--- src/design/soc_pkg.sv ---
`default_nettype none

package soc_pkg;

   ////////////////////////////////////////
   // native bus widths
   ////////////////////////////////////////
   localparam int ADDR_W = 32;
   localparam int DATA_W = 32;
   // one strobe per byte, all zero means read
   localparam int STRB_W = 4;

   // decoded slaves on the s_valid / s_ready vectors
   localparam int N_SLAVES = 3;
   localparam int SLV_BOOT = 0;
   localparam int SLV_MAIN = 1;
   localparam int SLV_UART = 2;

   ////////////////////////////////////////
   // address map
   ////////////////////////////////////////
   // region is the top REGION_W address bits
   localparam int REGION_W = 3;
   localparam logic [REGION_W-1:0] REGION_BOOT = 3'd0;
   localparam logic [REGION_W-1:0] REGION_MAIN = 3'd1;
   localparam logic [REGION_W-1:0] REGION_UART = 3'd2;

   // soft reset trigger, sits in unmapped region 3
   localparam logic [ADDR_W-1:0] SOFT_RESET_ADDR = 32'h6fff_fffc;
   // core reset pulse length after a soft reset
   localparam int SOFT_RESET_CYCLES = 5;

   ////////////////////////////////////////
   // uart registers, word index addr[4:2]
   ////////////////////////////////////////
   localparam logic [2:0] UART_TXDATA = 3'd0;
   // bit 0 tx busy, bit 1 rx valid
   localparam logic [2:0] UART_STATUS = 3'd1;
   localparam logic [2:0] UART_RXDATA = 3'd2;
   localparam logic [2:0] UART_DIV    = 3'd3;

endpackage

`default_nettype wire

--- src/design/bus_interconnect.sv ---
`default_nettype none

module bus_interconnect (
   input  logic                         clk,
   input  logic                         reset,
   input  logic                         mem_sel,
   input  logic                         m_valid,
   input  logic [soc_pkg::ADDR_W-1:0]   m_addr,
   output logic [soc_pkg::N_SLAVES-1:0] s_valid,
   output logic [soc_pkg::DATA_W-1:0]   m_rdata,
   output logic                         m_ready,
   input  logic [soc_pkg::DATA_W-1:0]   boot_rdata,
   input  logic [soc_pkg::DATA_W-1:0]   main_rdata,
   input  logic [soc_pkg::DATA_W-1:0]   uart_rdata,
   input  logic [soc_pkg::N_SLAVES-1:0] s_ready
);
   import soc_pkg::*;

   logic [REGION_W-1:0] region;
   logic [N_SLAVES-1:0] sel;
   logic                unmapped;
   logic                unm_ready;

   ////////////////////////////////////////
   // region decode
   ////////////////////////////////////////
   assign region = m_addr[ADDR_W-1 -: REGION_W];

   always_comb begin
      sel      = '0;
      unmapped = 1'b0;
      case (region)
         // boot region follows the remap flag
         REGION_BOOT: begin
            if (mem_sel) begin
               sel[SLV_MAIN] = 1'b1;
            end else begin
               sel[SLV_BOOT] = 1'b1;
            end
         end
         REGION_MAIN: sel[SLV_MAIN] = 1'b1;
         REGION_UART: sel[SLV_UART] = 1'b1;
         // everything else goes to the local responder
         default:     unmapped = 1'b1;
      endcase
   end

   // exactly one slave sees valid
   assign s_valid = {N_SLAVES{m_valid}} & sel;

   ////////////////////////////////////////
   // unmapped responder
   ////////////////////////////////////////
   // same one-cycle pulse rule as the slaves
   always_ff @(posedge clk or posedge reset) begin
      if (reset) begin
         unm_ready <= 1'b0;
      end else begin
         unm_ready <= m_valid && unmapped && !unm_ready;
      end
   end

   ////////////////////////////////////////
   // return path
   ////////////////////////////////////////
   // address is held until ready, so decode selects the return
   always_comb begin
      m_rdata = '0;
      m_ready = 1'b0;
      if (sel[SLV_BOOT]) begin
         m_rdata = boot_rdata;
         m_ready = s_ready[SLV_BOOT];
      end else if (sel[SLV_MAIN]) begin
         m_rdata = main_rdata;
         m_ready = s_ready[SLV_MAIN];
      end else if (sel[SLV_UART]) begin
         m_rdata = uart_rdata;
         m_ready = s_ready[SLV_UART];
      end else begin
         // unmapped reads return zero
         m_ready = unm_ready;
      end
   end

endmodule

`default_nettype wire

--- config.mk ---
export PLATFORM = sky130hd
export DESIGN_NAME = bus_interconnect
export DESIGN_NICKNAME = d
export VERILOG_FILES = /design/src/design/soc_pkg.sv /design/src/design/bus_interconnect.sv
export SDC_FILE = /design/constraint.sdc
export NUM_CORES = 1
export LEC_CHECK = 0
export BUFFER_PORTS_ARGS = -buffer_cell sky130_fd_sc_hd__buf_2
export CAP_MARGIN = 40
export CORE_ASPECT_RATIO = 0.75
export CORE_MARGIN = 5
export CORE_UTILIZATION = 22
export DETAILED_ROUTE_END_ITERATION = 7
export PLACE_DENSITY = 0.78
export SYNTH_ARGS = -nofsm -noshare
export SYNTH_HDL_FRONTEND = slang
export SYNTH_SLANG_ARGS = --single-unit
--- constraint.sdc ---
create_clock -name clk -period 1.3 [get_ports clk]
set_clock_uncertainty 0.1 [all_clocks]
set_input_delay 0.26 -clock clk [delete_from_list [all_inputs] [get_ports clk]]
set_output_delay 0.26 -clock clk [all_outputs]
set_load 0.05 [all_outputs]
==> results of run 1 <==
==> logic make-up after synthesis <==
logic type | synth area share, %
compound gates | 56.7
buf+inv | 16.1
flops | 3.13
mux | 1.41
simple gates | 22.7
==> cell type report <==
class                   count  area share [%]
inverters                   1           0.133
repair buffers            161            48.3
flip-flops and latches      1           0.887
multi-input cells         109            48.4
well taps                  52            2.31
==> through the flow <==
stage	worst slack (ns)	area, sq um	TNS [ns]
global route	-0.420	2820	-14.18
floorplan	-0.216	1300	-6.76
global placement	-0.539	2070	-17.50
CTS	-0.388	2600	-12.24
finish	-0.399	2820	-13.21
detailed placement	-0.568	2070	-18.24
==> repair_timing <==
action,in CTS,in global routing
resized for setup,119,39
cloned,4,3
hold buffers,1,0
hold endpoints to repair,1,0
pin swaps,15,16
buffers inserted,2,0
setup endpoints to repair,36,36
==> routing by layer <==
layer  share of wire [%]  vias up  wire length [um]
met3                 9.4       10               551
met4                 1.5        0                89
met5                   0        -                 0
met2                  53       84              3110
li1                    -      769                 -
met1                  36      763              2110
==> power breakdown <==
group / internal [uW] / switching, uW
Combinational: 529 / 650
Sequential: 33.9 / 1.44
Clock: 0 / 0
Total: 562 / 651
==> layout by cell type (no fill, tap or decap) <==
cell type and n:
a21oi_1 1, a22oi_1 1, a22oi_2 32, and2_1 1, and2_4 1, and3b_2 2, buf_12 8, buf_16 3
buf_2 101, buf_4 5, buf_6 34, buf_8 5, bufbuf_16 1, clkbuf_16 3, dfrtp_1 1, dlygate4sd3_1 1
inv_1 1, mux2_2 1, nand2_2 9, nand2_4 23, nor2_1 1, nor2b_4 1, nor4_4 1, o21ai_2 1
o21ai_4 32, o21ba_4 1, o22ai_1 1
==> synth_stat cells (all sizes together) <==
| master | instances | area, sq um |
|---|---|---|
| a21oi | 1 | 5.00 |
| o21ai | 33 | 169 |
| inv | 1 | 3.75 |
| nor2 | 1 | 3.75 |
| dfrtp | 1 | 25.0 |
| clkbuf | 4 | 18.8 |
| nand2 | 32 | 120 |
| and2 | 2 | 12.5 |
| buf | 11 | 106 |
| nor4 | 1 | 21.3 |
| nor2b | 1 | 6.26 |
| a22oi | 33 | 263 |
| mux2 | 1 | 11.3 |
| and3b | 2 | 17.5 |
| o22ai | 1 | 6.26 |
| o21ba | 1 | 10.0 |
==> worst paths after layout <==
check	startpoint	end	slack, ns	cells past startpoint
worst max-delay path	m_addr[29]	m_rdata[11]	-0.40	7
worst min-delay path	m_valid	unm_ready$_DFF_PP0_	0.42	2
worst max register to register	unm_ready$_DFF_PP0_	unm_ready$_DFF_PP0_	0.36	2
worst min register to register	unm_ready$_DFF_PP0_	unm_ready$_DFF_PP0_	0.54	2
max in group asynchronous	reset	unm_ready$_DFF_PP0_	0.48	3
min in group asynchronous	reset	unm_ready$_DFF_PP0_	0.53	3
==> metrics.txt, run 1 <==
status finished, violations left; violated checks setup timing; clock slew at reported path FFs 0 ns; Synth Warn # 0; via count 1,626; Slew @ Worst Pin 0.357 ns; core box area 0.00359 sq mm; starting density of the core 22.3%; io pins 171; largest net degree at the start of global routing 18; DRC errors left 0; Worst Path Buf+Inv 4; power density over the cells 430 mW/mm^2; Final Hold Viols 0; placed cell count 314; Slew Limit Fails 0; Placer Congestion 0.727; largest registers unm_ready: 1 flops; # rows 19; Reg with most FFs unm_ready; fin util 78.6%; die height 62.2 um; Final ANT Viol Nets 0; vias per cell 5.02; first drt pass iteration count 4; GRT met2 Usage 38.2%; Synth Net Count 261; initial antenna violation count 0; RSZ-0062 raised after global routing true; first-pass GRT wire length 8180 um; VDD IR max 0.281 mV; hold slack 0.424 ns; GR peak layer met2; Worst Setup Slack, final -0.399 ns; Total Power 1210 uW; min cycle time layout 1.70 ns; area of the multi-input gates 0.00137 sq mm; Hold Path Class in2reg; maximum capacitance violations 0; final number of setup-violating endpoints 36; Port Buffers 141; slowest stage cell on the critical path nor4_4; critical setup path kind in2out; GRT Total Usage 20.0%; GR Util met1 23.3%; Synth Cell Area 800 sq um; die area 0.00495 sq mm; Top delay family on crit path buffers and inverters; Yosys reg bits 1; grt ovf 0; WL per Instance 18.1 um; DP Wirelength 3650 um; fin nets 409; Cell variety after synth 22; Avg Cell Area, Syn 6.35 sq um; Post-Syn Instances 126; WP data required 0.94 ns; final std cells w/o fill 324; startpoint types input pin; largest fanout on the critical path 5; crit end category primary output; sequential share of the synthesized area 3.13%; CP peak stage delay 0.30 ns; die width 79.6 um; Period Utilization, post-route 131%; GRT met3 Usage 3.90%; WP data arrival 1.34 ns; Reg area 25.0 sq um; Max Clk Rate 0.588 GHz; FILL cells 234; vias in the first global route 1,630; worst-path cell chain buf_12, nor4_4, buf_6, clkbuf_16, nand2_4, o21ai_4, buf_8; # diodes 0; slew margin rel. 76.2%; layout cells sized above 1 97.1%; DR iter-0 viols 45; Pleak 0.00133 uW; final wirelength 5860 um; area grow syn2layout 253%; Clock Latency Late Sink 0 ns; max FFs per register 1
(Power assumes the default switching activity.)
==> run 2, diff against run 1 <==
PLACE_DENSITY = default   (was 0.78)
PLACE_DENSITY_LB_ADDON = 0.2   (was default)
==> run 2 against run 1 <==
Net effect: the run still ends with setup timing left; cell count is 2.2% higher; sequential cell count stayed put; sequential share of layout area hardly changed; setup slack better by 0.0073 ns; sequential power hardly changed; register-to-register slack hardly changed; global-route usage is 0.24 points higher; utilization is 1.2 points higher; fmax is 0.43% higher; power is 1.0% higher; first-iteration DRC count is 27% higher; highest routed layer unchanged.
==> metrics.txt, run 2 (same netlist as run 1, synthesis figures left out) <==
Worst Setup SP m_addr[29]; Slew Limit Fails 0 (unchanged); RSZ-0062 raised after global routing true; grt ovf 0 (unchanged); largest net degree at the start of global routing 21 (+3); Pleak 0.00135 uW (+1.4%); hold slack 0.428 ns (+0.00351 ns); vias in the first global route 1,706 (+4.7%); Max Clk Rate 0.591 GHz (+0.43%); io pins 171 (unchanged); status finished, violations left; worst-path cell chain buf_12, nor4_4, buf_4, clkbuf_16, nand2_2, o21ai_4, buf_6; clock slew at reported path FFs 0 ns (unchanged); startpoint types input pin; Post-DP Area 0.00207 sq mm (unchanged); DRC errors left 0 (unchanged); die width 79.6 um (unchanged); via count 1,627 (+0.062%); reg-to-reg startpoint unm_ready$_DFF_PP0_; Hold Path Class in2reg; GRT Total Usage 20.2% (+0.24 points); Placer Congestion 0.796 (+9.5%); Reg with most FFs unm_ready; DR iter-0 viols 57 (+27%); slew margin rel. 62.9% (-13 points); Slew @ Worst Pin 0.556 ns (+0.199 ns); violated checks setup timing; area grow syn2layout 258%; Total Power 1230 uW (+1.0%); power density over the cells 428 mW/mm^2 (-0.46%); final wirelength 5730 um (-2.3%); CP peak stage delay 0.30 ns (about the same); VDD IR max 0.305 mV (+8.6%); core box area 0.00359 sq mm (unchanged); WP data arrival 1.33 ns (about the same); FILL cells 233 (-0.43%); maximum capacitance violations 0 (unchanged); Worst Setup Slack, final -0.392 ns (+0.00730 ns); starting density of the core 22.3% (unchanged); fin util 79.7% (+1.2 points); initial antenna violation count 0 (unchanged); commonest non-fill, non-tap cells in the layout 101 x buf_2, 32 x o21ai_4, 32 x buf_6; Final Hold Viols 0 (unchanged); setup TNS -13.05 ns (+0.165 ns); fin nets 416 (+1.7%); Period Utilization, post-route 130% (-0.56 points); largest registers unm_ready: 1 flops; most common cell after layout, fill and taps aside buf_2; WP data required 0.94 ns (about the same); worst hold path depth 2 (unchanged); final number of setup-violating endpoints 36 (unchanged); Port Buffers 141 (unchanged); largest fanout on the critical path 7 (+2); slowest stage cell on the critical path nor4_4; layout cells sized above 1 95.7% (-1.4 points); WL per Instance 17.3 um (-4.3%); hold path startpoint m_valid; # rows 19 (unchanged); R2R depth 2 (unchanged); crit end category primary output; max FFs per register 1 (unchanged); fin area 0.00286 sq mm (+1.5%); DP Wirelength 3740 um (+2.7%); first drt pass iteration count 4 (unchanged); critical setup path kind in2out; die area 0.00495 sq mm (unchanged); die height 62.2 um (unchanged); # diodes 0 (unchanged); Final ANT Viol Nets 0 (unchanged); Clock Latency Late Sink 0 ns (unchanged); first-pass GRT wire length 8350 um (+2.0%); vias per cell 4.92 (-2.1%); min cycle time layout 1.69 ns (-0.00730 ns)
==> run 2: cell count changes in the layout (fill, tap and decap cells not counted), moves of 2 or more <==
cell     before  now
buf_8         5   13
buf_4         5    8
a22oi_1       1    3
a22oi_2      32   30
buf_6        34   32
nand2_1       0    2
==> run 2: what timing repair did <==
item | in CTS | in global routing
endpoints found under the hold margin | 1 | 0
buffers inserted | 6 | 0
resized for setup | 134 | 36
pin swaps | 28 | 21
endpoints found under the setup margin | 37 | 37
hold buffers | 1 | 0
cloned | 4 | 2
==> run 2: worst max-delay path, delay by kind of cell <==
family	cells	cell delay, ns
buffers and inverters	4	0.63
AO/OA/AOI/OAI	1	0.06
AND/OR/NAND/NOR	2	0.37
==> run 2: path summary, 6_finish.rpt <==
kind | end | slack, ns
setup / recovery | m_rdata[31] | -0.39
setup reg to reg | unm_ready$_DFF_PP0_ | 0.36
max in group asynchronous | unm_ready$_DFF_PP0_ | 0.45
hold / removal | unm_ready$_DFF_PP0_ | 0.43
min in group asynchronous | unm_ready$_DFF_PP0_ | 0.56
hold reg to reg | unm_ready$_DFF_PP0_ | 0.56
==> run 2: metrics by stage <==
stage	setup slack, ns	instances
after floorplan	-0.216	126
after global placement	-0.530	319
after detailed placement	-0.559	319
after CTS	-0.396	330
after global routing	-0.452	331
final	-0.392	331
==> run 2: report_power, final <==
group | switching [uW] | internal, uW | total, uW
Sequential | 1.76 | 33.9 | 35.7
Clock | 0 | 0 | 0
Combinational | 652 | 539 | 1190
Total | 653 | 573 | 1230
==> run 2: layout make-up <==
type	count	area [sq um]	area share (%)
timing repair buffer	168	1420	49.7
tap	52	65.1	2.27
inverter	1	3.75	0.131
multi-input combinational	109	1350	47.0
sequential	1	25.0	0.874
==> run 2: layer usage <==
layer	vias up	GRT usage [%]	share of wire (%)
met3	2	1.45	5.2
met2	60	38.9	55
li1	780	-	-
met4	0	1.07	0.47
met1	785	25.3	39
met5	-	0	0
