<file path="config.mk">
export PLATFORM = sky130hd
export DESIGN_NAME = reset_control
export DESIGN_NICKNAME = d
export VERILOG_FILES = /design/src/design/soc_pkg.sv /design/src/design/reset_control.sv
export SDC_FILE = /design/constraint.sdc
export NUM_CORES = 1
export LEC_CHECK = 0
export ABC_AREA = 1
export BUFFER_PORTS_ARGS = -buffer_cell sky130_fd_sc_hd__buf_2
export CORE_MARGIN = 8
export CORE_UTILIZATION = 47
export CTS_BUF_LIST = sky130_fd_sc_hd__clkbuf_2 sky130_fd_sc_hd__clkbuf_4 sky130_fd_sc_hd__clkbuf_8
export DETAILED_ROUTE_END_ITERATION = 7
export GPL_TIMING_DRIVEN = 0
export PLACE_DENSITY = 0.81
export SLEW_MARGIN = 15
export SYNTH_ARGS = -nofsm -noshare
export SYNTH_HDL_FRONTEND = slang
export SYNTH_SLANG_ARGS = --single-unit
</file>
<file path="constraint.sdc">
create_clock -name clk -period 1.2 [get_ports clk]
set_input_delay 0.24 -clock clk [delete_from_list [all_inputs] [get_ports clk]]
set_output_delay 0.24 -clock clk [all_outputs]
set_load 0.005 [all_outputs]
</file>
<file path="src/design/soc_pkg.sv">
`default_nettype none

package soc_pkg;

   ////////////////////////////////////////
   // native bus widths
   ////////////////////////////////////////
   localparam int ADDR_W = 32;
   localparam int DATA_W = 32;
   // one strobe per byte, all zero means read
   localparam int STRB_W = 4;

   // decoded slaves on the s_valid / s_ready vectors
   localparam int N_SLAVES = 3;
   localparam int SLV_BOOT = 0;
   localparam int SLV_MAIN = 1;
   localparam int SLV_UART = 2;

   ////////////////////////////////////////
   // address map
   ////////////////////////////////////////
   // region is the top REGION_W address bits
   localparam int REGION_W = 3;
   localparam logic [REGION_W-1:0] REGION_BOOT = 3'd0;
   localparam logic [REGION_W-1:0] REGION_MAIN = 3'd1;
   localparam logic [REGION_W-1:0] REGION_UART = 3'd2;

   // soft reset trigger, sits in unmapped region 3
   localparam logic [ADDR_W-1:0] SOFT_RESET_ADDR = 32'h6fff_fffc;
   // core reset pulse length after a soft reset
   localparam int SOFT_RESET_CYCLES = 5;

   ////////////////////////////////////////
   // uart registers, word index addr[4:2]
   ////////////////////////////////////////
   localparam logic [2:0] UART_TXDATA = 3'd0;
   // bit 0 tx busy, bit 1 rx valid
   localparam logic [2:0] UART_STATUS = 3'd1;
   localparam logic [2:0] UART_RXDATA = 3'd2;
   localparam logic [2:0] UART_DIV    = 3'd3;

endpackage

`default_nettype wire

</file>
<file path="src/design/reset_control.sv">
`default_nettype none

module reset_control #(
   parameter int RESET_CNT_W = 11
) (
   input  logic                       clk,
   input  logic                       reset,
   input  logic                       m_valid,
   input  logic [soc_pkg::ADDR_W-1:0] m_addr,
   input  logic [soc_pkg::STRB_W-1:0] m_wstrb,
   output logic                       mem_sel,
   output logic                       core_reset,
   output logic                       sys_ready
);
   import soc_pkg::*;

   // wide enough to hold the soft reset length
   localparam int SOFT_CNT_W = $clog2(SOFT_RESET_CYCLES + 1);

   logic [RESET_CNT_W-1:0] por_cnt;
   logic                   soft_hit;
   logic                   soft_hit_q;
   logic                   soft_accept;
   logic [SOFT_CNT_W-1:0]  soft_cnt;

   ////////////////////////////////////////
   // power-on counter
   ////////////////////////////////////////
   // counts up until the top bit sets, then holds
   always_ff @(posedge clk or posedge reset) begin
      if (reset) begin
         por_cnt <= '0;
      end else if (!por_cnt[RESET_CNT_W-1]) begin
         por_cnt <= por_cnt + 1'b1;
      end
   end

   assign sys_ready = por_cnt[RESET_CNT_W-1];

   ////////////////////////////////////////
   // soft reset detector
   ////////////////////////////////////////
   // write to the trigger address
   assign soft_hit = m_valid && (m_addr == SOFT_RESET_ADDR) && (|m_wstrb);

   // mirrors the slave ready pulse so the held access counts once
   assign soft_accept = soft_hit && !soft_hit_q;

   always_ff @(posedge clk or posedge reset) begin
      if (reset) begin
         soft_hit_q <= 1'b0;
         mem_sel    <= 1'b0;
         soft_cnt   <= '0;
      end else begin
         soft_hit_q <= soft_accept;
         if (soft_accept) begin
            // remap is sticky until the next hard reset
            mem_sel  <= 1'b1;
            soft_cnt <= SOFT_CNT_W'(SOFT_RESET_CYCLES);
         end else if (soft_cnt != '0) begin
            soft_cnt <= soft_cnt - 1'b1;
         end
      end
   end

   // core held in reset until power-on done or while pulse runs
   assign core_reset = !sys_ready || (soft_cnt != '0);

endmodule

`default_nettype wire

</file>
==> impl_results.md, run 1 <==
* Outcome: complete, but fails checks
* Violated checks: negative hold slack, negative setup slack
* Clock Path Buffers at 2
* Core Area at 1880 um2
* GRT Residual Overflow at 0
* Slowest library cell on the worst path: dfrtp_1
* Yosys cell types at 14
* # hold bufs at CTS at 0
* Setup WS post-layout at -0.250 ns
* Largest net degree at the start of global routing at 17
* Core Rows at 16
* Clock Pin Slew Worst Setup and Hold Paths at 0.09 ns
* CP Cell Sequence: inv_2 > ha_4 > nand2_4 > inv_2 > nand2_1 > buf_2
* WL final at 2550 um
* PwrDens at 674 nW/um2
* Total global-route track usage at 0.137
* Req. time, crit path at 0.96 ns
* Most frequent cells in the layout: buf_2 (41), nand2_1 (37), inv_1 (17)
* HPWL after DPL at 1740 um
* Total power at 908 uW
* Mapped Cells at 117
* Die footprint at 3570 um2
* CTS tree: done
* Vias in the first global route at 872
* Initial antenna violation count at 0
* Vias per cell at 4.55
* Nets at 221
* Remaining routing DRC violations at 0
* LEAKAGE at 0.724 nW
* Reg area at 402 um2
* CTS Sinks at 16
* Worst setup EP type: output pin
* DRT iter0 DRCs at 45
* Skew-Pair Late Insertion Delay at 0.29 ns
* Crit path largest cell delay at 0.41 ns
* First-pass GRT wire length at 3640 um
* Most common cell after layout, fill and taps aside: buf_2
* First-pass DRT Iterations at 4
* Hold/Removal Path Class: input pin to asynchronous set/reset pin
* Via count at 929
* Hold Fails Final Rpt at 9
* RSZ-0062 raised after global routing: true
* Die span in x at 59.8 um
* Layout cells sized above 1 at 0.424
* Worst Tran Pin Value at 0.581 ns
* Setup CP Type: register to output pin
* Multi-input logic area at 477 um2
* Clock Skew at 0.00520 ns
* Peak supply drop at 594 uV
* Flops & latches, synth at 16
* Sequential share of the synthesized area at 0.444
* Slew Limit Fails at 0
* Htree depth at 1
* Count of final setup violators at 6
* Synthesis-to-finish area growth at 49.4%
* CP most frequent cell: inv_2
* Worst Path Arrival at 1.21 ns
* Inserted Clock Buffers at 3
* Die height at 59.8 um
* N_diodes at 0
* Syn_nets at 159
* Post-layout min period at 1.45 ns
* Routed WL per cell at 12.5 um
* Root Buffer: clkbuf_4
* Final ANT Viol Nets at 0
* Mapped cell area at 901 um2
* Slew margin rel. at 0.612
* FMAX at 689 MHz
* Reg2reg setup slack at -0.07 ns
* Ratio of final minimum period to clock period at 1.21
* Crit Path Max Fanout at 2
* CP startpoint kind: register
* # IOs at 42
* Pre-CTS setup slack at -0.0323 ns
* Number of fill cells at 137
* Gp weighted congestion at 0.787
* Initial Util at 0.479
* Number of port buffers at 41
* R2r endpoint: soft_cnt[0]
* Reg2Reg Depth at 8
* Mean post-synth cell area at 7.70 um2
* Worst hold slack at -0.00793 ns
* R2r startpoint: soft_cnt[0]
* YS warnings at 0
* Maxcap violations at 0
[sequential cells by signal, summed over array words and instances (netlist names)]
| register | flops |
|---|---|
| mem_sel | 1 |
| por_cnt | 11 |
| soft_cnt | 3 |
| soft_hit_q | 1 |
[area by class of cell]
| type | instances | area share |
|---|---|---|
| multi-input cells | 80 | 0.354 |
| inverters | 21 | 0.0586 |
| flip-flops and latches | 16 | 0.298 |
| well taps | 27 | 0.0251 |
| repair buffers | 57 | 0.247 |
| clock buffers | 3 | 0.0167 |
[cell usage after synthesis, drive strengths merged]
cell type / instances / area share
dfrtp: 16 / 0.44
xor2: 3 / 0.029
inv: 21 / 0.087
nand3: 4 / 0.028
ha: 3 / 0.042
nor2: 16 / 0.067
xnor2: 6 / 0.058
nor3: 2 / 0.036
nand2: 40 / 0.17
o21ai: 4 / 0.022
nand4: 2 / 0.014
[per-stage QoR]
step	cells	cell area (um2)	util	setup TNS [ns]
global placement	185	1140	0.606	0
CTS	196	1250	0.662	-0.225
finish	204	1350	0.715	-0.453
global route	204	1350	0.715	-0.986
detailed placement	185	1140	0.606	-0.0818
floorplan	117	901	-	0
[kinds of logic after synthesis]
family,after synthesis,share of synthesized area
buffers and inverters,21,0.0875
DFF,16,0.444
AOI/OAI and AO/OA,4,0.0222
adders and majority gates,3,0.0417
and+or+nand+nor,64,0.317
xor gates and xnor gates,9,0.0875
[per-layer routing]
metal,vias up,GRT usage,part of all wire
li1,473,-,-
met1,421,0.132,0.38
met2,28,0.240,0.52
met3,7,0.0667,0.078
met4,0,0.0612,0.020
met5,-,0,0
[critical path, delay by kind of cell (launching register included)]
kind / cells / cell delay (ns)
adders and majority gates: 1 / 0.14
buffers and inverters: 3 / 0.28
DFF: 1 / 0.41
and+or+nand+nor: 2 / 0.10
[worst max path at each step]
stage            endpoint  cells past startpoint         from
2_1_floorplan  por_cnt[6]                      5   por_cnt[0]
3_3_place_gp   por_cnt[6]                      5   por_cnt[0]
3_5_place_dp   por_cnt[6]                      5   por_cnt[0]
4_1_cts        core_reset                      6  soft_cnt[1]
5_1_grt        core_reset                      6  soft_cnt[0]
6_report       core_reset                      6  soft_cnt[0]
[where the power goes]
group	total [mW]	switching [mW]	internal, mW
logic	0.0909	0.0386	0.0523
clock network	0.278	0.161	0.117
registers	0.539	0.00000357	0.539
[timing repair]
action,4_1_cts,5_1_grt
resized for setup,9,9
setup buffers,8,9
pin swaps,2,8
endpoints found under the hold margin,0,0
endpoints found under the setup margin,4,9
No activity file was read; power rests on OpenSTA's default activity.
==> inputs of run 2 (changes only) <==
- SETUP_SLACK_MARGIN: not set -> 0.1
- SLEW_MARGIN: 15 -> 20
- TNS_END_PERCENT: not set -> 5
==> run 2 against run 1 <==
Against the previous run:
- the flow still finishes with violations (negative hold slack, negative setup slack)
- critical path depth is the same
- sequential power about the same
- worst setup slack better by 0.0053 ns
- count of clock-buffer cells in the layout stayed put
- via count decreased by 5.5%
==> impl_results.md, run 2 (synthesized netlist as in run 1, its figures left out) <==
* Largest net degree at the start of global routing at 17
* CP startpoint kind: register
* CP most frequent cell: inv_2
* Vias in the first global route at 861
* Worst Path Arrival at 1.21 ns
* Clock Pin Slew Worst Setup and Hold Paths at 0.08 ns
* Ratio of final minimum period to clock period at 1.20
* Number of fill cells at 150
* N_diodes at 0
* Largest reg by FF count: por_cnt
* Core Area at 1880 um2
* Skew-Pair Late Insertion Delay at 0.29 ns
* LEAKAGE at 0.681 nW
* Reg area at 402 um2
* Layout cells sized above 1 at 0.392
* Htree depth at 1
* # hold bufs at CTS at 0
* Vias per cell at 4.43
* Post-DP Area at 1140 um2
* Regs by FF count: por_cnt: 11 flops, soft_cnt: 3 flops
* Die span in x at 59.8 um
* Crit path largest cell delay at 0.41 ns
* Slowest library cell on the worst path: dfrtp_1
* Peak supply drop at 590 uV
* Grt met2 use at 0.234
* Clock power frac at 0.305
* Setup TNS at -0.492 ns
* Root Buffer: clkbuf_4
* R2r startpoint: soft_cnt[0]
* Maxcap violations at 0
* Most common cell after layout, fill and taps aside: buf_2
* Gp weighted congestion at 0.787
* Initial Util at 0.479
* Hold Fails Final Rpt at 16
* RSZ-0062 raised after global routing: true
* Fin area at 1260 um2
* Worst Tran Pin Value at 0.572 ns
* Number of port buffers at 41
* Die height at 59.8 um
* Outcome: complete, but fails checks
* First-pass GRT wire length at 3590 um
* Worst setup EP type: output pin
* Setup WS post-layout at -0.245 ns
* Via count at 878
* Synthesis-to-finish area growth at 40.0%
* Hold/Removal Path Class: input pin to asynchronous set/reset pin
* DRT iter0 DRCs at 34
* Flop pwr share at 0.595
* Sw power at 198 uW
* Reg2Reg Depth at 8
* FMAX at 692 MHz
* Die footprint at 3570 um2
* Met3 usage at 0.0667
* Inserted Clock Buffers at 3
* Nets at 215
* Post-layout min period at 1.45 ns
* # placed instances at 185
* R2r endpoint: soft_cnt[0]
* P_int at 708 uW
* # IOs at 42
* PwrDens at 718 nW/um2
* Max reg flops at 11
* Violated checks: negative hold slack, negative setup slack
* CTS Sinks at 16
* Non-filler cells in the finished layout at 198
* Comb power frac at 0.100
* CTS tree: done
* Initial antenna violation count at 0
* M1 GR Usage at 0.130
* Final ANT Viol Nets at 0
* Most frequent cells in the layout: buf_2 (41), nand2_1 (37), inv_1 (17)
* Clock Skew at 0.00454 ns
* Crit Path Max Fanout at 2
* WL final at 2280 um
* Multi-input logic area at 444 um2
* CP startpoint: soft_cnt[0]
* Routed WL per cell at 11.5 um
* Remaining routing DRC violations at 0
* Count of final setup violators at 6
* Busiest grt layer: met2
* First-pass DRT Iterations at 4
* CP Cell Sequence: inv_2 > ha_4 > nand2_4 > inv_2 > nand2_1 > buf_2
* Worst hold slack at -0.0132 ns
* Setup CP Type: register to output pin
* GRT Residual Overflow at 0
* Clock Path Buffers at 2
* Slew margin rel. at 0.619
* Utilization after layout at 0.670
* Total global-route track usage at 0.135
* HPWL after DPL at 1740 um
* Sw Share at 0.219
* Slew Limit Fails at 0
* Core Rows at 16
* Req. time, crit path at 0.96 ns
* Reg2reg setup slack at -0.07 ns
-- run 2: cell types whose count changed in the layout (fill, tap and decap cells not counted), sizes merged --
cell / before / now
buf: 57 / 51
-- run 2: area by class of cell --
type / count / area share
tap: 27 / 0.0268
inverter: 21 / 0.0625
multi-input combinational: 80 / 0.352
sequential: 16 / 0.318
timing repair buffer: 51 / 0.222
clock buffer: 3 / 0.0179
-- run 2: power by group through the flow --
stage          Combinational [mW]  Sequential, mW  Clock, mW
2_1_floorplan              0.0269           0.549          0
3_3_place_gp               0.0875           0.549          0
3_5_place_dp               0.0910           0.549          0
4_1_cts                    0.0912           0.539      0.294
5_1_grt                     0.102           0.539      0.311
6_report                   0.0906           0.539      0.277
-- run 2: worst max-delay path by stage --
stage,to,slack [ns],cells past startpoint
finish,core_reset,-0.25,6
global route,core_reset,-0.31,6
CTS,core_reset,-0.22,6
detailed placement,por_cnt[6],-0.03,5
global placement,por_cnt[6],0.006,5
floorplan,por_cnt[6],0.11,5
-- run 2: metal layers --
metal	vias up	part of all wire	routed length [um]
li1	458	-	-
met1	386	0.41	927
met2	29	0.49	1110
met3	5	0.090	204
met4	0	0.015	34
met5	-	0	0
-- run 2: timing repair --
action / CTS / global route
setup buffers: 5 / 5
setup endpoints to repair: 9 / 12
gates resized for setup: 10 / 1
pin swaps: 6 / 5
-- run 2: worst max-delay path, delay by kind of cell, from the launching register on --
kind / cells / cell delay, ns
flip-flops: 1 / 0.41
adder cells (fa/ha/maj): 1 / 0.14
buffers and inverters: 3 / 0.27
AND/OR/NAND/NOR: 2 / 0.09
-- run 2: per-stage QoR --
| step | setup slack [ns] | total power, mW |
|---|---|---|
| after CTS | -0.225 | 0.924 |
| after detailed placement | -0.0323 | 0.640 |
| final | -0.245 | 0.906 |
| after global routing | -0.307 | 0.952 |
| after global placement | 0.00640 | 0.637 |
| after floorplan | 0.106 | 0.576 |
