<file path="src/design/soc_pkg.sv">
`default_nettype none

package soc_pkg;

   ////////////////////////////////////////
   // native bus widths
   ////////////////////////////////////////
   localparam int ADDR_W = 32;
   localparam int DATA_W = 32;
   // one strobe per byte, all zero means read
   localparam int STRB_W = 4;

   // decoded slaves on the s_valid / s_ready vectors
   localparam int N_SLAVES = 3;
   localparam int SLV_BOOT = 0;
   localparam int SLV_MAIN = 1;
   localparam int SLV_UART = 2;

   ////////////////////////////////////////
   // address map
   ////////////////////////////////////////
   // region is the top REGION_W address bits
   localparam int REGION_W = 3;
   localparam logic [REGION_W-1:0] REGION_BOOT = 3'd0;
   localparam logic [REGION_W-1:0] REGION_MAIN = 3'd1;
   localparam logic [REGION_W-1:0] REGION_UART = 3'd2;

   // soft reset trigger, sits in unmapped region 3
   localparam logic [ADDR_W-1:0] SOFT_RESET_ADDR = 32'h6fff_fffc;
   // core reset pulse length after a soft reset
   localparam int SOFT_RESET_CYCLES = 5;

   ////////////////////////////////////////
   // uart registers, word index addr[4:2]
   ////////////////////////////////////////
   localparam logic [2:0] UART_TXDATA = 3'd0;
   // bit 0 tx busy, bit 1 rx valid
   localparam logic [2:0] UART_STATUS = 3'd1;
   localparam logic [2:0] UART_RXDATA = 3'd2;
   localparam logic [2:0] UART_DIV    = 3'd3;

endpackage

`default_nettype wire

</file>
<file path="src/design/uart_core.sv">
`default_nettype none

module uart_core #(
   parameter int UART_DIV_RESET = 868
) (
   input  logic                       clk,
   input  logic                       reset,
   input  logic                       valid,
   input  logic [2:0]                 addr,
   input  logic [soc_pkg::DATA_W-1:0] wdata,
   input  logic [soc_pkg::STRB_W-1:0] wstrb,
   output logic [soc_pkg::DATA_W-1:0] rdata,
   output logic                       ready,
   input  logic                       ser_rx,
   output logic                       ser_tx
);
   import soc_pkg::*;

   // cycles per bit
   localparam int DIV_W = 16;

   logic              accept;
   logic              wr;
   logic              rd;
   logic              tx_start;
   logic              rx_clear;
   logic [DIV_W-1:0]  div;
   logic [DATA_W-1:0] rd_word;

   logic [9:0]        tx_shreg;
   logic              tx_busy;
   logic [3:0]        tx_bit;
   logic [DIV_W-1:0]  tx_baud;

   logic [1:0]        rx_sync;
   logic              rx_busy;
   logic [3:0]        rx_bit;
   logic [DIV_W-1:0]  rx_baud;
   logic [7:0]        rx_shreg;
   logic [7:0]        rx_data;
   logic              rx_tick;
   logic              rx_done;
   logic              rx_valid;

   ////////////////////////////////////////
   // register interface
   ////////////////////////////////////////
   assign accept   = valid && !ready;
   assign wr       = accept && (|wstrb);
   assign rd       = accept && !(|wstrb);
   // writes while busy are dropped
   assign tx_start = wr && (addr == UART_TXDATA) && wstrb[0] && !tx_busy;
   assign rx_clear = rd && (addr == UART_RXDATA);

   always_comb begin
      case (addr)
         UART_STATUS: rd_word = {{(DATA_W-2){1'b0}}, rx_valid, tx_busy};
         UART_RXDATA: rd_word = {{(DATA_W-8){1'b0}}, rx_data};
         UART_DIV:    rd_word = {{(DATA_W-DIV_W){1'b0}}, div};
         default:     rd_word = '0;
      endcase
   end

   always_ff @(posedge clk or posedge reset) begin
      if (reset) begin
         ready <= 1'b0;
         div   <= DIV_W'(UART_DIV_RESET);
      end else begin
         ready <= accept;
         // divisor takes the two low bytes
         if (wr && (addr == UART_DIV)) begin
            if (wstrb[0]) begin
               div[7:0] <= wdata[7:0];
            end
            if (wstrb[1]) begin
               div[15:8] <= wdata[15:8];
            end
         end
      end
   end

   always_ff @(posedge clk) begin
      if (accept) begin
         rdata <= rd_word;
      end
   end

   ////////////////////////////////////////
   // transmitter
   ////////////////////////////////////////
   // stop, data lsb first, start, shifted out from bit 0
   always_ff @(posedge clk or posedge reset) begin
      if (reset) begin
         tx_shreg <= '1;
         tx_busy  <= 1'b0;
         tx_bit   <= '0;
         tx_baud  <= '0;
      end else if (tx_start) begin
         tx_shreg <= {1'b1, wdata[7:0], 1'b0};
         tx_busy  <= 1'b1;
         tx_bit   <= '0;
         tx_baud  <= '0;
      end else if (tx_busy) begin
         if (tx_baud == div - 1'b1) begin
            tx_baud  <= '0;
            tx_shreg <= {1'b1, tx_shreg[9:1]};
            // busy drops at the end of the stop bit
            if (tx_bit == 4'd9) begin
               tx_busy <= 1'b0;
            end else begin
               tx_bit <= tx_bit + 1'b1;
            end
         end else begin
            tx_baud <= tx_baud + 1'b1;
         end
      end
   end

   // idles high since the shifter fills with ones
   assign ser_tx = tx_shreg[0];

   ////////////////////////////////////////
   // receiver
   ////////////////////////////////////////
   assign rx_tick = rx_busy && (rx_baud == '0);
   // stop bit sampled high
   assign rx_done = rx_tick && (rx_bit == 4'd9) && rx_sync[1];

   always_ff @(posedge clk or posedge reset) begin
      if (reset) begin
         rx_sync <= '1;
         rx_busy <= 1'b0;
         rx_bit  <= '0;
         rx_baud <= '0;
      end else begin
         rx_sync <= {rx_sync[0], ser_rx};
         if (!rx_busy) begin
            // falling start edge, wait half a bit
            if (!rx_sync[1]) begin
               rx_busy <= 1'b1;
               rx_bit  <= '0;
               rx_baud <= div >> 1;
            end
         end else if (!rx_tick) begin
            rx_baud <= rx_baud - 1'b1;
         end else begin
            rx_baud <= div - 1'b1;
            rx_bit  <= rx_bit + 1'b1;
            // glitch on start bit aborts
            if ((rx_bit == 4'd0) && rx_sync[1]) begin
               rx_busy <= 1'b0;
            end
            if (rx_bit == 4'd9) begin
               rx_busy <= 1'b0;
            end
         end
      end
   end

   // data bits 1..8 shift in lsb first
   always_ff @(posedge clk) begin
      if (rx_tick && (rx_bit != 4'd0) && (rx_bit != 4'd9)) begin
         rx_shreg <= {rx_sync[1], rx_shreg[7:1]};
      end
      if (rx_done) begin
         rx_data <= rx_shreg;
      end
   end

   // new byte wins over a same-cycle read
   always_ff @(posedge clk or posedge reset) begin
      if (reset) begin
         rx_valid <= 1'b0;
      end else if (rx_done) begin
         rx_valid <= 1'b1;
      end else if (rx_clear) begin
         rx_valid <= 1'b0;
      end
   end

endmodule

`default_nettype wire

</file>
<file path="config.mk">
export PLATFORM = sky130hd
export DESIGN_NAME = uart_core
export DESIGN_NICKNAME = d
export VERILOG_FILES = /design/src/design/soc_pkg.sv /design/src/design/uart_core.sv
export SDC_FILE = /design/constraint.sdc
export NUM_CORES = 1
export LEC_CHECK = 0
export ABC_AREA = 0
export BUFFER_PORTS_ARGS = -buffer_cell sky130_fd_sc_hd__buf_4
export CORE_MARGIN = 1
export CORE_UTILIZATION = 41
export DETAILED_ROUTE_END_ITERATION = 8
export MAX_ROUTING_LAYER = met4
export SYNTH_ARGS = -nofsm -noshare
export SYNTH_HDL_FRONTEND = slang
export SYNTH_SLANG_ARGS = --single-unit
export TNS_END_PERCENT = 10
</file>
<file path="constraint.sdc">
create_clock -name clk -period 4.35 [get_ports clk]
set_input_delay 0.435 -clock clk [delete_from_list [all_inputs] [get_ports clk]]
set_output_delay 0.435 -clock clk [all_outputs]
set_load 0.005 [all_outputs]
</file>
==> results of run 1 <==
layout make-up:
cell class / count / area, µm² / area share [%]
inverter: 11 / 41.3 / 0.629
clock buffer: 9 / 225 / 3.43
clock inverter: 7 / 53.8 / 0.819
tap: 180 / 225 / 3.43
sequential: 103 / 2760 / 42.0
multi-input combinational: 420 / 2850 / 43.4
timing repair buffer: 55 / 413 / 6.29
synthesized netlist by cell type, types with 4 or more instances:
master and instances:
o31ai_1 4, o221a_2 8, nor2b_1 12, nor3_1 10, and3_1 13, xor2_1 22, a21oi_1 16, xnor2_1 22
ha_1 8, or3_1 11, o211ai_1 7, dfrtp_1 55, edfxtp_1 32, nor4_1 12, mux2_2 23, nand3_1 16
nor2_1 51, buf_4 18, o21ai_0 26, nand4_1 7, inv_1 11, mux2i_1 18, nor3b_1 6, buf_2 5
nand2_1 45, dfstp_2 16, clkbuf_1 23
worst min path at each step:
stage,start,to,slack [ns]
after global routing,ser_rx,rx_sync[0],0.17
after global placement,rx_sync[0],rx_sync[1],0.35
after detailed placement,rx_sync[0],rx_sync[1],0.35
after floorplan,rx_sync[0],rx_sync[1],0.35
final,ser_rx,rx_sync[0],0.18
after CTS,ser_rx,rx_sync[0],0.17
cells by family after synthesis:
group           share of synthesized area, %
simple gates                            20.2
flops                                   46.7
compound gates                          11.2
buf+inv                                 5.92
xor+xnor                                6.53
mux                                     7.70
fa+ha+maj                               1.70
other cells                           0.0636
report_power, final:
part           internal, mW  total, mW  switching (mW)
logic                 0.452      0.913           0.461
clock network         0.394      0.775           0.381
registers              1.22       1.53           0.306
total                  2.07       3.21            1.15
flip-flops by register name, summed over array words and instances (netlist names), 8 cells and up:
register,flops
tx_baud,16
div,16
tx_shreg,9
rx_shreg,8
rx_baud,16
rx_data,8
rdata,16
layer usage:
layer	share of wire, %	wire [µm]	vias to the layer above
met1	47	6440	2134
met5	0	0	-
met3	3.9	532	25
met4	3.3	454	0
li1	-	-	2110
met2	46	6370	120
critical path, stage by stage, from the launching register on:
cell,delay (ns)
dfrtp_1,0.49
inv_1,0.10
ha_1,0.19
or3b_1,0.40
buf_4,0.20
nor4_1,0.52
xnor2_1,0.21
a211oi_1,0.26
and4b_1,0.42
a31o_2,0.49
o221a_2,0.29
==> metrics, run 1 <==
antenna violations before repair=0; initial core utilization=42.3%; Max-cap violations=0; Worst Path Required=4.65 ns; Leakage Power=2.69 nW; final hold vios=0; layout cells sized above 1=23.0%; commonest cells after routing, fill and taps aside=55 x dfrtp_1, 55 x buf_4, 51 x nor2_1; WHS=0.179 ns; Top Ports=77; post-synth top area share=23.3%; vias per cell=5.59; port bufs=44; fmax=275 MHz; syn_area_per_cell=10.4 µm²; CP Launch Point=div[0]; Synth area leaders=dfrtp_1 23%, edfxtp_1 16%, dfstp_2 7.1%; die width=122 µm; CORE AREA=13900 µm²; Clock transition at path regs=0.07 ns; Layout area overhead=11.3%; drt total wl=13800 µm; Power Total=3.21 mW; Reg2Reg Depth=10; DP HPWL=9990 µm; final antenna-violating net count=0; Worst setup EP type=register; clock buffer depth=2; Seq/Total Area, Yosys=46.7%; final worst setup slack=0.718 ns; RSZ-0062 raised after global routing=false; GPL Wtd Cong=0.902; H-Tree Depth=3; CP Class=reg -> reg; drt initial violations=279; Post-synth ARST share=68.9%; final instance area=6570 µm²; crit path capture=tx_shreg[3]; met1 Resource Use GR=26.8%; reg2reg end=tx_shreg[3]; Wirelength per Cell=17.6 µm; CTS Root Cell=clkbuf_16; met2 Use GR=31.0%; global routing met3 resource utilization=2.81%; clock sinks=103; 1st-pass router iterations=5; Synth Cell Area=5900 µm²; Clock Skews=0.00705 ns; fin util=47.1%; RR Startpoint=div[0]; fin crit share=83.5%; fillers=1334; dpl cells=769; setup bufs post-CTS=0; pwr dens=489 nW/µm²; Finished Layout Cells=785; GRT busiest layer=met2; Post-layout nets=651; die area=14900 µm²; largest area contributor in the netlist=dfrtp_1; crit path launch type=register; CP Max Fanout=20; Slew HR=40.3%; synthesis-stage register bit count=103; via count of the first global-routing pass=4238; largest net degree at the start of global routing=42; cell count of the worst hold path=1; Worst Hold Class=in -> reg; R2R setup slack=0.72 ns; Resize count post-CTS=0; max-slew violation count=0; # rows=43; ant diodes=0; endpoints failing setup=0; Max VDD drop=0.205 mV; Placed Area=6290 µm²; Via Count=4389; DRC=0; clock latency on the worst-skew pair=0.36 ns; worst-margin pin slew=0.891 ns; Setup TNS=0 ns; Total GRT Usage=20.6%; post-place setup slack=0.744 ns; first-pass GRT wire length=22300 µm; Synth Instances=570; YS warnings=0; run status=complete, no violations; synth unique cells=72; minimum clock period=3.63 ns; Arrival @ worst endpoint=3.93 ns; Most used DFF post-synth=dfrtp_1; EDFF count, synth=32; die height=122 µm; number of CTS-inserted buffers=9; CTS tree=yes; hold_buf cts=0; gr ovfl total=0
(Power assumes the default switching activity.)
==> inputs of run 2 (changes only) <==
Clock period 4.35 ns to 3.28 ns, I/O delays scaled along.
==> metrics, run 2 (synthesis gave the netlist of run 1 again) <==
run status=complete, no violations; GPL Wtd Cong=0.899 (-0.24%); via count of the first global-routing pass=4300 (+1.5%); drt initial violations=271 (-2.9%); setup bufs post-CTS=0 (unchanged); # rows=43 (unchanged); die width=122 µm (unchanged); number of CTS-inserted buffers=9 (unchanged); CORE AREA=13900 µm² (unchanged); commonest cells after routing, fill and taps aside=83 x buf_4, 55 x dfrtp_1, 51 x nor2_1; Leakage Power=2.85 nW (+5.6%); fin crit share=95.6% (+12 points); commonest non-fill, non-tap cell in the layout=buf_4; CTS Root Cell=clkbuf_16; Finished Layout Cells=814 (+3.7%); sw power=1.54 mW (+34%); minimum clock period=3.14 ns (-0.495 ns); RSZ-0062 raised after global routing=true; final hold vios=0 (unchanged); Placed Area=6520 µm² (+3.7%); endpoints failing setup=0 (unchanged); final instance area=6810 µm² (+3.7%); hold_buf cts=0 (unchanged); met2 Use GR=32.8% (+1.7 points); dpl cells=798 (+3.8%); port bufs=44 (unchanged); largest net degree at the start of global routing=34 (-19%); CTS tree=yes; Setup TNS=0 ns (unchanged); Resize count post-CTS=2 (+2); fmax=319 MHz (+16%); initial core utilization=42.3% (unchanged); R2R setup slack=0.14 ns (-0.58 ns); Max VDD drop=0.260 mV (+26%); global routing met3 resource utilization=4.68% (+1.9 points); die area=14900 µm² (unchanged); Layout area overhead=15.4%; layout cells sized above 1=26.5% (+3.5 points); Wirelength per Cell=17.3 µm (-1.7%); Top Ports=77 (unchanged); H-Tree Depth=3 (unchanged); CP Max Fanout=6 (-70%); Worst Hold Class=in -> reg; internal cell power=2.82 mW (+37%); pwr dens=640 nW/µm² (+31%); Total GRT Usage=20.8% (+0.22 points); drt total wl=14100 µm (+2.0%); antenna violations before repair=0 (unchanged); DRC=0 (unchanged); Clock Skews=0.0124 ns (+0.00533 ns); Clock transition at path regs=0.07 ns (about the same); DP HPWL=10400 µm (+4.4%); first-pass GRT wire length=22500 µm (+0.83%); Worst setup EP type=register; die height=122 µm (unchanged); register share of total power=44.1% (-3.4 points); clock sinks=103 (unchanged); ant diodes=0 (unchanged); Via Count=4463 (+1.7%); GRT busiest layer=met2; clock latency on the worst-skew pair=0.36 ns (about the same); 1st-pass router iterations=5 (unchanged); fin util=48.9% (+1.8 points); Sw Ratio=35.3% (-0.46 points); met1 Resource Use GR=26.2% (-0.59 points); Arrival @ worst endpoint=3.38 ns (-0.55 ns); final antenna-violating net count=0 (unchanged); vias per cell=5.48 (-1.9%); part of the power in combinational logic=32.4% (+4.0 points); CP Class=reg -> reg; clock buffer depth=2 (unchanged); max-slew violation count=0 (unchanged); crit path launch type=register; worst-margin pin slew=0.756 ns (-0.136 ns); Clock power frac=23.5% (-0.6 points); Post-layout nets=680 (+4.5%); Max-cap violations=0 (unchanged); gr ovfl total=0 (unchanged); Worst Path Required=3.52 ns (-1.13 ns); Slew HR=49.4% (+9.1 points)
==> run 2: worst paths after layout <==
check                           cells after the start     endpoint        from
worst max-delay path                               10    tx_bit[1]      div[0]
worst min-delay path                                1   rx_sync[0]      ser_rx
worst max register to register                     10    tx_bit[1]      div[0]
worst min register to register                      0   rx_sync[1]  rx_sync[0]
max in group asynchronous                           3  tx_shreg[8]       reset
min in group asynchronous                           2        ready       reset
==> run 2: worst max-delay path, cell delays in order, from the launching register on <==
cell	delay, ns
dfrtp_1	0.37
inv_1	0.05
ha_1	0.18
or3b_4	0.43
o41a_2	0.49
a2111oi_1	0.36
o2111ai_1	0.19
nor4b_2	0.28
buf_4	0.19
nand4_1	0.15
mux2_2	0.31
==> run 2: routing by layer <==
metal / routed length, µm / vias to the layer above / share of wire [%]
met5: 0 / - / 0
met1: 6560 / 2185 / 47
met3: 532 / 20 / 3.8
li1: - / 2167 / -
met4: 346 / 0 / 2.5
met2: 6640 / 91 / 47
==> run 2: final cells by class <==
class,count,area [µm²]
clock buffer,11,233
clock inverter,5,42.5
fill,1300,7120
inverter,11,41.3
multi-input combinational,420,2870
sequential,103,2760
tap,180,225
timing repair buffer,84,643
==> run 2: through the flow <==
| step | hold slack, ns | worst slack (ns) | power (mW) |
|---|---|---|---|
| 6_report | 0.0756 | 0.143 | 4.36 |
| 5_1_grt | 0.0676 | -0.0328 | 4.63 |
| 4_1_cts | 0.0657 | 0.0611 | 4.38 |
| 3_5_place_dp | 0.357 | -0.00193 | 3.34 |
| 3_3_place_gp | 0.346 | 0.0403 | 3.29 |
| 2_1_floorplan | 0.332 | 0.0101 | 2.91 |
==> run 2: power by group through the flow <==
stage	clock, mW	sequential [mW]	combinational, mW
final	1.03	1.92	1.41
after detailed placement	0	1.93	1.40
after floorplan	0	1.83	1.09
after global placement	0	1.92	1.37
after CTS	1.05	1.91	1.41
after global routing	1.10	1.96	1.58
